File: src/zoom_macros.svh
// sizes for the 2:1 downscaler; ZOOM_LINE_LEN must be even and ZOOM_HALF_LEN a power of two
`ifndef ZOOM_MACROS_SVH
`define ZOOM_MACROS_SVH

// pixel word and channel
`define ZOOM_PIXEL_W 32
`define ZOOM_CHAN_W 10

// 16 pixel lines keep simulation short
`define ZOOM_LINE_LEN 16
`define ZOOM_HALF_LEN (`ZOOM_LINE_LEN / 2)

// in-page address width is log2 of ZOOM_HALF_LEN
`define ZOOM_ADDR_W 3

// even and odd line of a pair
`define ZOOM_NUM_BUFS 2

`endif

File: src/zoom_pkg.sv
// pixel types for the downscaler; bits 1:0 of a pixel carry no data and stay zero
`default_nettype none

`include "zoom_macros.svh"

package zoom_pkg;

  typedef logic [`ZOOM_CHAN_W-1:0] chan_t;

  typedef struct packed {
    chan_t      ch_r;  // bits 31:22
    chan_t      ch_g;  // bits 21:12
    chan_t      ch_b;  // bits 11:2
    logic [1:0] pad;
  } pixel_t;

  typedef struct packed {
    logic                    page;
    logic [`ZOOM_ADDR_W-1:0] idx;
  } buf_addr_t;

  // each half rounds down on its own, so the sum never overflows
  function automatic pixel_t pair_avg(pixel_t a, pixel_t b);
    pixel_t r;
    r.ch_r = (a.ch_r >> 1) + (b.ch_r >> 1);
    r.ch_g = (a.ch_g >> 1) + (b.ch_g >> 1);
    r.ch_b = (a.ch_b >> 1) + (b.ch_b >> 1);
    r.pad  = 2'b00;
    return r;
  endfunction

endpackage

`default_nettype wire

File: src/h_decimator.sv
// expects de_in bursts of exactly ZOOM_LINE_LEN pixels; a shorter burst leaves a partial line
`timescale 1ns/1ns
`default_nettype none

`include "zoom_macros.svh"

module h_decimator (
  input  wire                        clk,
  input  wire                        rstn,
  input  wire                        frame_restart,
  input  wire                        de_in,
  input  wire zoom_pkg::pixel_t      video_data_in,
  output logic [`ZOOM_NUM_BUFS-1:0]  wr_en,
  output zoom_pkg::buf_addr_t        wr_addr,
  output zoom_pkg::pixel_t           wr_data,
  output logic                       pair_done,
  output logic                       rd_page
);

  logic                    de_d;      // for the end of line
  logic                    phase;     // 1 on the second pixel of a pair
  logic [`ZOOM_ADDR_W-1:0] idx;
  logic                    line_odd;  // selects the buffer
  logic                    page;
  zoom_pkg::pixel_t        first_pix;

  // control state that frame restart also clears
  always_ff @(posedge clk) begin
    if (!rstn || frame_restart) begin
      de_d      <= 1'b0;
      phase     <= 1'b0;
      idx       <= '0;
      line_odd  <= 1'b0;
      page      <= 1'b0;
      wr_en     <= '0;
      pair_done <= 1'b0;
      rd_page   <= 1'b0;
    end else begin
      de_d      <= de_in;
      wr_en     <= '0;
      pair_done <= 1'b0;
      if (de_in) begin
        phase <= ~phase;
        if (phase) begin
          wr_en[line_odd] <= 1'b1;
          idx             <= idx + 1'b1;
        end
      end else if (de_d) begin
        // line just ended
        phase    <= 1'b0;
        idx      <= '0;
        line_odd <= ~line_odd;
        if (line_odd) begin
          page      <= ~page;  // next pair writes the other page
          rd_page   <= page;
          pair_done <= 1'b1;
        end
      end
    end
  end

  // payload path
  always_ff @(posedge clk) begin
    if (de_in && !phase) begin
      first_pix <= video_data_in;
    end
    if (de_in && phase) begin
      wr_data      <= zoom_pkg::pair_avg(first_pix, video_data_in);
      wr_addr.page <= page;
      wr_addr.idx  <= idx;
    end
  end

endmodule

`default_nettype wire

File: src/line_buffer.sv
// two pages of ZOOM_HALF_LEN pixels; read data is undefined until a location has been written
`timescale 1ns/1ns
`default_nettype none

`include "zoom_macros.svh"

module line_buffer (
  input  wire                       clk,
  input  wire                       wr_en,
  input  wire zoom_pkg::buf_addr_t  wr_addr,
  input  wire zoom_pkg::pixel_t     wr_data,
  input  wire zoom_pkg::buf_addr_t  rd_addr,
  output zoom_pkg::pixel_t          rd_data
);

  localparam int DEPTH = 2 * `ZOOM_HALF_LEN;

  // page bit is the address msb
  zoom_pkg::pixel_t mem [DEPTH];

  always_ff @(posedge clk) begin
    if (wr_en) begin
      mem[{wr_addr.page, wr_addr.idx}] <= wr_data;
    end
  end

  // registered read with one cycle latency
  always_ff @(posedge clk) begin
    rd_data <= mem[{rd_addr.page, rd_addr.idx}];
  end

endmodule

`default_nettype wire

File: src/v_averager.sv
// one readout per pair_done; the next pair_done must come after ZOOM_HALF_LEN + 2 idle cycles
`timescale 1ns/1ns
`default_nettype none

`include "zoom_macros.svh"

module v_averager (
  input  wire                    clk,
  input  wire                    rstn,
  input  wire                    frame_restart,
  input  wire                    pair_done,
  input  wire                    rd_page,
  input  wire zoom_pkg::pixel_t  rd_data0,
  input  wire zoom_pkg::pixel_t  rd_data1,
  output zoom_pkg::buf_addr_t    rd_addr,
  output logic                   de_out,
  output zoom_pkg::pixel_t       video_data_out
);

  localparam logic [`ZOOM_ADDR_W-1:0] LAST_IDX = `ZOOM_ADDR_W'(`ZOOM_HALF_LEN - 1);

  logic rd_act;  // rd_addr is live this cycle
  logic rd_vld;  // rd_data0/1 are valid this cycle

  // read address sweep
  always_ff @(posedge clk) begin
    if (!rstn || frame_restart) begin
      rd_act  <= 1'b0;
      rd_addr <= '0;
    end else if (pair_done) begin
      rd_act       <= 1'b1;
      rd_addr.page <= rd_page;
      rd_addr.idx  <= '0;
    end else if (rd_act) begin
      if (rd_addr.idx == LAST_IDX) begin
        rd_act <= 1'b0;  // address stays on the last pixel
      end else begin
        rd_addr.idx <= rd_addr.idx + 1'b1;
      end
    end
  end

  // latency match and output register
  always_ff @(posedge clk) begin
    if (!rstn || frame_restart) begin
      rd_vld         <= 1'b0;
      de_out         <= 1'b0;
      video_data_out <= '0;
    end else begin
      rd_vld <= rd_act;
      de_out <= rd_vld;
      if (rd_vld) begin
        video_data_out <= zoom_pkg::pair_avg(rd_data0, rd_data1);
      end else begin
        video_data_out <= '0;  // blank between bursts
      end
    end
  end

endmodule

`default_nettype wire

File: src/video_zoom.sv
// no back-pressure; de_in gaps must be at least ZOOM_HALF_LEN + 4 cycles and a vs_in fall restarts the frame
`timescale 1ns/1ns
`default_nettype none

`include "zoom_macros.svh"

module video_zoom (
  input  wire                    clk,
  input  wire                    rstn,
  input  wire                    vs_in,
  input  wire                    de_in,
  input  wire zoom_pkg::pixel_t  video_data_in,
  output logic                   de_out,
  output zoom_pkg::pixel_t       video_data_out
);

  logic                      vs_d0;
  logic                      vs_d1;
  logic                      frame_restart;
  logic [`ZOOM_NUM_BUFS-1:0] wr_en;
  zoom_pkg::buf_addr_t       wr_addr;
  zoom_pkg::pixel_t          wr_data;
  zoom_pkg::buf_addr_t       rd_addr;
  zoom_pkg::pixel_t          rd_data [`ZOOM_NUM_BUFS];
  logic                      pair_done;
  logic                      rd_page;

  // vs_in falling edge
  always_ff @(posedge clk) begin
    if (!rstn) begin
      vs_d0 <= 1'b0;
      vs_d1 <= 1'b0;
    end else begin
      vs_d0 <= vs_in;
      vs_d1 <= vs_d0;
    end
  end

  assign frame_restart = vs_d1 && !vs_d0;

  h_decimator u_hdec (
    .clk           (clk),
    .rstn          (rstn),
    .frame_restart (frame_restart),
    .de_in         (de_in),
    .video_data_in (video_data_in),
    .wr_en         (wr_en),
    .wr_addr       (wr_addr),
    .wr_data       (wr_data),
    .pair_done     (pair_done),
    .rd_page       (rd_page)
  );

  // buffer 0 holds even lines and buffer 1 odd lines
  for (genvar i = 0; i < `ZOOM_NUM_BUFS; i++) begin : g_buf
    line_buffer u_buf (
      .clk     (clk),
      .wr_en   (wr_en[i]),
      .wr_addr (wr_addr),
      .wr_data (wr_data),
      .rd_addr (rd_addr),
      .rd_data (rd_data[i])
    );
  end

  v_averager u_vavg (
    .clk            (clk),
    .rstn           (rstn),
    .frame_restart  (frame_restart),
    .pair_done      (pair_done),
    .rd_page        (rd_page),
    .rd_data0       (rd_data[0]),
    .rd_data1       (rd_data[1]),
    .rd_addr        (rd_addr),
    .de_out         (de_out),
    .video_data_out (video_data_out)
  );

endmodule

`default_nettype wire

File: config.mk
export PLATFORM = sky130hd
export DESIGN_NAME = video_zoom
export DESIGN_NICKNAME = d
export VERILOG_FILES = /design/src/zoom_pkg.sv /design/src/h_decimator.sv /design/src/line_buffer.sv /design/src/v_averager.sv /design/src/video_zoom.sv
export VERILOG_INCLUDE_DIRS = /design/src
export SDC_FILE = /design/constraint.sdc
export NUM_CORES = 1
export LEC_CHECK = 0
export BUFFER_PORTS_ARGS = -buffer_cell sky130_fd_sc_hd__buf_2
export CAP_MARGIN = 20
export CORE_MARGIN = 1
export CORE_UTILIZATION = 65
export CTS_CLUSTER_SIZE = 12
export DETAILED_ROUTE_END_ITERATION = 12
export PLACE_DENSITY = 0.82
export SLEW_MARGIN = 0
export SYNTH_ARGS = -nofsm -noshare
export SYNTH_HDL_FRONTEND = slang
export SYNTH_SLANG_ARGS = --single-unit
File: constraint.sdc
create_clock -name clk -period 5.5 [get_ports clk]
set_input_delay 1.65 -clock clk [delete_from_list [all_inputs] [get_ports clk]]
set_output_delay 1.65 -clock clk [all_outputs]
set_load 0.005 [all_outputs]
==> impl_metrics.py <==
metrics = {
    "run_status": {
        "status": "finished, final reports clean",
    },
    "clock_network": {
        "cts.htree.levels": 3,
        "cts.sinks": 1026,
        "insertion_delay_ns": 0.66,
        "cts_tree": "built",
        "cts_resized": 0,
        "cts_buffers": 99,
        "cts-root-buf": "clkbuf_16",
        "cts_buffer_depth": 3,
        "cts_hold_buf": 0,
        "cts_setup_buffers": 0,
        "path_clk_slew_ns": 0.06,
    },
    "floorplan": {
        "top_level_ports": 69,
        "coreArea_mm2": 0.05902,
        "dieArea_mm2": 0.06082,
        "fp.dieW_um": 246.6,
        "row_count": 89,
        "die_h_um": 246.6,
        "initial_core_util": 0.6591,
    },
    "synthesis": {
        "synth.area.top_cells": "edfxtp_1, mux4_2, dfxtp_1, ha_1, nor2_1",
        "synth_top_area_frac": 0.7118,
        "yosysTopAreaCell": "edfxtp_1",
        "syn-cell-area_mm2": 0.03890,
        "synth_cell_types": 44,
        "synth-seq-area-share": 0.7653,
        "synth_edf_count": 922,
        "avgSynthCellArea_um2": 22.06,
        "async_flop_share": 0,
        "synth_flop_cell": "edfxtp_1",
        "yosysWarnings": 0,
        "ys_ff_latch": 1026,
        "syn_inst": 1763,
    },
    "setup_path": {
        "start_kind": "input pin",
        "path_max_fanout": 20,
        "cp_top_family": "compound AO/OA/AOI/OAI gates",
        "crit_type": "in -> reg",
        "reg2reg_slack_ns": 2.78,
        "r2r-start": "u_vavg.rd_addr[1]$_SDFFE_PP0P_",
        "critPathRequiredTime_ns": 5.99,
        "cpMaxStageDelayCell": "a21o_1",
        "arrival_ns": 3.95,
        "slowest_delay_ns": 0.63,
        "cp.buffers_inverters": 3,
        "r2r_end": "g_buf[0].u_buf.rd_data[3]$_DFF_P_",
        "worst_r2r_path_depth": 3,
        "endpoint_kind": "register",
        "crit_chain": "buf_2 > inv_1 > a21o_1 > or2_2 > inv_1 > o21ai_0 > o21ai_0",
    },
    "place": {
        "hpwl_um": 47860,
        "io_buffers": 61,
        "gp_congestion": 0.7947,
        "dp_slack_ns": 1.508,
    },
    "min_path": {
        "hp-start": "vs_d0$_SDFF_PN0_",
        "holdPathStages": 2,
        "whs_endpoint": "vs_d1$_SDFF_PN0_",
        "hp-class": "reg -> reg",
    },
    "global_route": {
        "grt_pass1_wl_um": 133300,
        "overflow": 0,
        "grt_pass1_vias": 20010,
        "antenna_found_initial": 0,
        "grt_start_max_net_pins": 122,
        "grt.total_usage": 0.3165,
    },
    "power": {
        "power_mw": 15.21,
        "clock_power_share": 0.418,
        "pwr-share-seq": 0.566,
        "power.density_mw_per_mm2": 350.4,
        "leakage_nw": 13.71,
        "peakVddDrop_v": 0.0002555,
        "sw_frac_of_total": 0.1980,
        "combPwrFrac": 0.016,
        "netSwitchingPower_mw": 3.012,
        "intPower_mw": 12.20,
    },
    "sta": {
        "slew_headroom": 0.2096,
        "setup_viol": 0,
        "drv_slew": 0,
        "worstMarginPinSlew_ns": 1.186,
        "hold_viol": 0,
        "finalCriticalPeriod_ns": 3.455,
        "fmax_ghz": 0.2894,
        "worst_slack_ns": 2.045,
        "skew_ns": 0.02929,
        "period_share": 0.6282,
        "hold-worst-slack_ns": 0.4430,
        "rsz0062_at_grt": "no",
        "tns_ns": 0,
    },
    "cells_and_area": {
        "drive_gt1_frac": 0.2682,
        "regArea_mm2": 0.02978,
        "nFillCells": 3024,
        "syn2layout_area_growth_pct": 11.60,
        "multi_input_area_mm2": 0.008901,
        "fin_nets": 1994,
    },
    "drt": {
        "routedWlPerCell_um": 33.62,
        "antenna_left": 0,
        "wl_um": 92580,
        "first_pass_iters": 6,
        "dr.first_iter.drc_count": 2776,
        "vias": 19100,
        "via_per_inst": 6.934,
        "drcViolationCount": 0,
    },
    "flow_run": {
        "maxCapViolations": 0,
    },
}
power by group through the flow:
stage,Sequential [mW],Combinational (mW),Clock [mW]
2_1_floorplan,8.73,0.146,0
3_3_place_gp,8.75,0.215,0
3_5_place_dp,8.77,0.227,0
4_1_cts,8.60,0.237,6.40
5_1_grt,8.61,0.254,6.68
6_report,8.60,0.243,6.36
cell usage in the layout (no fill, tap or decap), types with 4 or more instances in the layout:
master,n
edfxtp_1,922
mux4_2,270
clkbuf_16,103
dfxtp_1,100
clkbuf_1,65
buf_2,61
nor2_1,57
ha_1,54
buf_4,36
a21oi_1,33
nor2_4,32
nand2_1,24
xnor2_1,23
inv_1,20
nand3_1,18
xor2_1,16
o21ai_0,14
a21o_1,12
nor3_1,12
and2_1,11
nor2b_1,9
clkbuf_8,9
fa_1,6
nand2b_1,5
or2_2,5
mux2i_1,5
buf_12,5
o41ai_1,4
or3_1,4
dfxtp_4,4
synthesized netlist by cell type, types with 2 or more instances:
master      n
mux4_2    270
or2_2       5
a21oi_1    33
buf_2      13
ha_1       54
nor2_1     90
nor2b_1     9
a21o_1     12
or3_1       4
xor2_1     16
inv_1      20
edfxtp_1  922
nand2_1    24
xnor2_1    23
o211ai_1    3
nand4_1     3
mux2i_1     5
o21bai_1    3
nand2b_1    5
fa_1        6
o41ai_1     4
clkbuf_1   29
nand3b_1    3
buf_1      11
nor3_1     12
buf_4       2
and2_1     11
dfxtp_1   104
nand3_1    18
and3_1      2
nand4b_1    3
o21ai_0    14
buf_6      15
o31ai_1     3
a21boi_0    3
worst min-delay path, stage by stage (launching register included):
cell,delay [ns]
dfxtp_1,0.30
inv_1,0.06
nor2_1,0.04
through the flow:
stage | utilization | std cells | cell area, um^2
2_1_floorplan | - | 1764 | 38900
5_1_grt | 0.7354 | 2753 | 43410
3_5_place_dp | 0.6846 | 2569 | 40400
6_report | 0.7355 | 2754 | 43410
3_3_place_gp | 0.6846 | 2569 | 40400
4_1_cts | 0.7350 | 2752 | 43380
registers in the layout (all words and copies together) (netlist names):
| name | cells |
|---|---|
| u_vavg.rd_vld | 1 |
| vs_d1 | 1 |
| u_vavg.de_out | 1 |
| u_hdec.page | 1 |
| u_hdec.de_d | 1 |
| u_vavg.rd_addr | 4 |
| u_hdec.wr_en | 2 |
| u_hdec.phase | 1 |
| u_hdec.line_odd | 1 |
| u_hdec.rd_page | 1 |
| u_hdec.first_pix | 27 |
| g_buf.u_buf.mem | 864 |
| vs_d0 | 1 |
| u_hdec.pair_done | 1 |
| g_buf.u_buf.rd_data | 54 |
| u_hdec.wr_data | 27 |
| u_vavg.rd_act | 1 |
| u_hdec.wr_addr | 4 |
| u_hdec.idx | 3 |
| u_vavg.video_data_out | 30 |
routing by layer:
metal | global-route usage | wire length, um | up-vias
met5 | 0 | 0 | -
met4 | 0.1570 | 4820 | 0
met3 | 0.05773 | 10380 | 299
met2 | 0.4929 | 44880 | 1403
met1 | 0.4395 | 32500 | 9842
li1 | - | - | 7553
final cells by class:
class | instances | share of cell area
sequential | 1026 | 0.6861
multi-input combinational | 648 | 0.2051
clock buffer | 177 | 0.06785
tap | 773 | 0.02228
timing repair buffer | 103 | 0.01620
inverter | 20 | 0.001729
clock inverter | 6 | 0.0006918
antenna | 1 | 0.00005765
how the worst max path moves through the flow:
stage	startpoint	end	cells after the start
final	rstn	u_vavg.video_data_out[31]$_SDFF_PP0_	7
after global routing	rstn	u_vavg.video_data_out[31]$_SDFF_PP0_	7
after CTS	rstn	u_vavg.video_data_out[31]$_SDFF_PP0_	7
after detailed placement	rstn	u_vavg.video_data_out[21]$_SDFF_PP0_	7
after global placement	rstn	u_vavg.video_data_out[11]$_SDFF_PP0_	7
after floorplan	de_in	u_hdec.first_pix[10]$_DFFE_PP_	2
logic make-up after synthesis:
logic type | synth area share
AND/OR/NAND/NOR | 0.02277
other | 0.00009641
buffers and inverters | 0.01219
adder cells (fa/ha/maj) | 0.02046
multiplexers | 0.1576
AO/OA/AOI/OAI | 0.01277
flip-flops | 0.7653
XOR/XNOR | 0.008781
(Power assumes the default switching activity.)
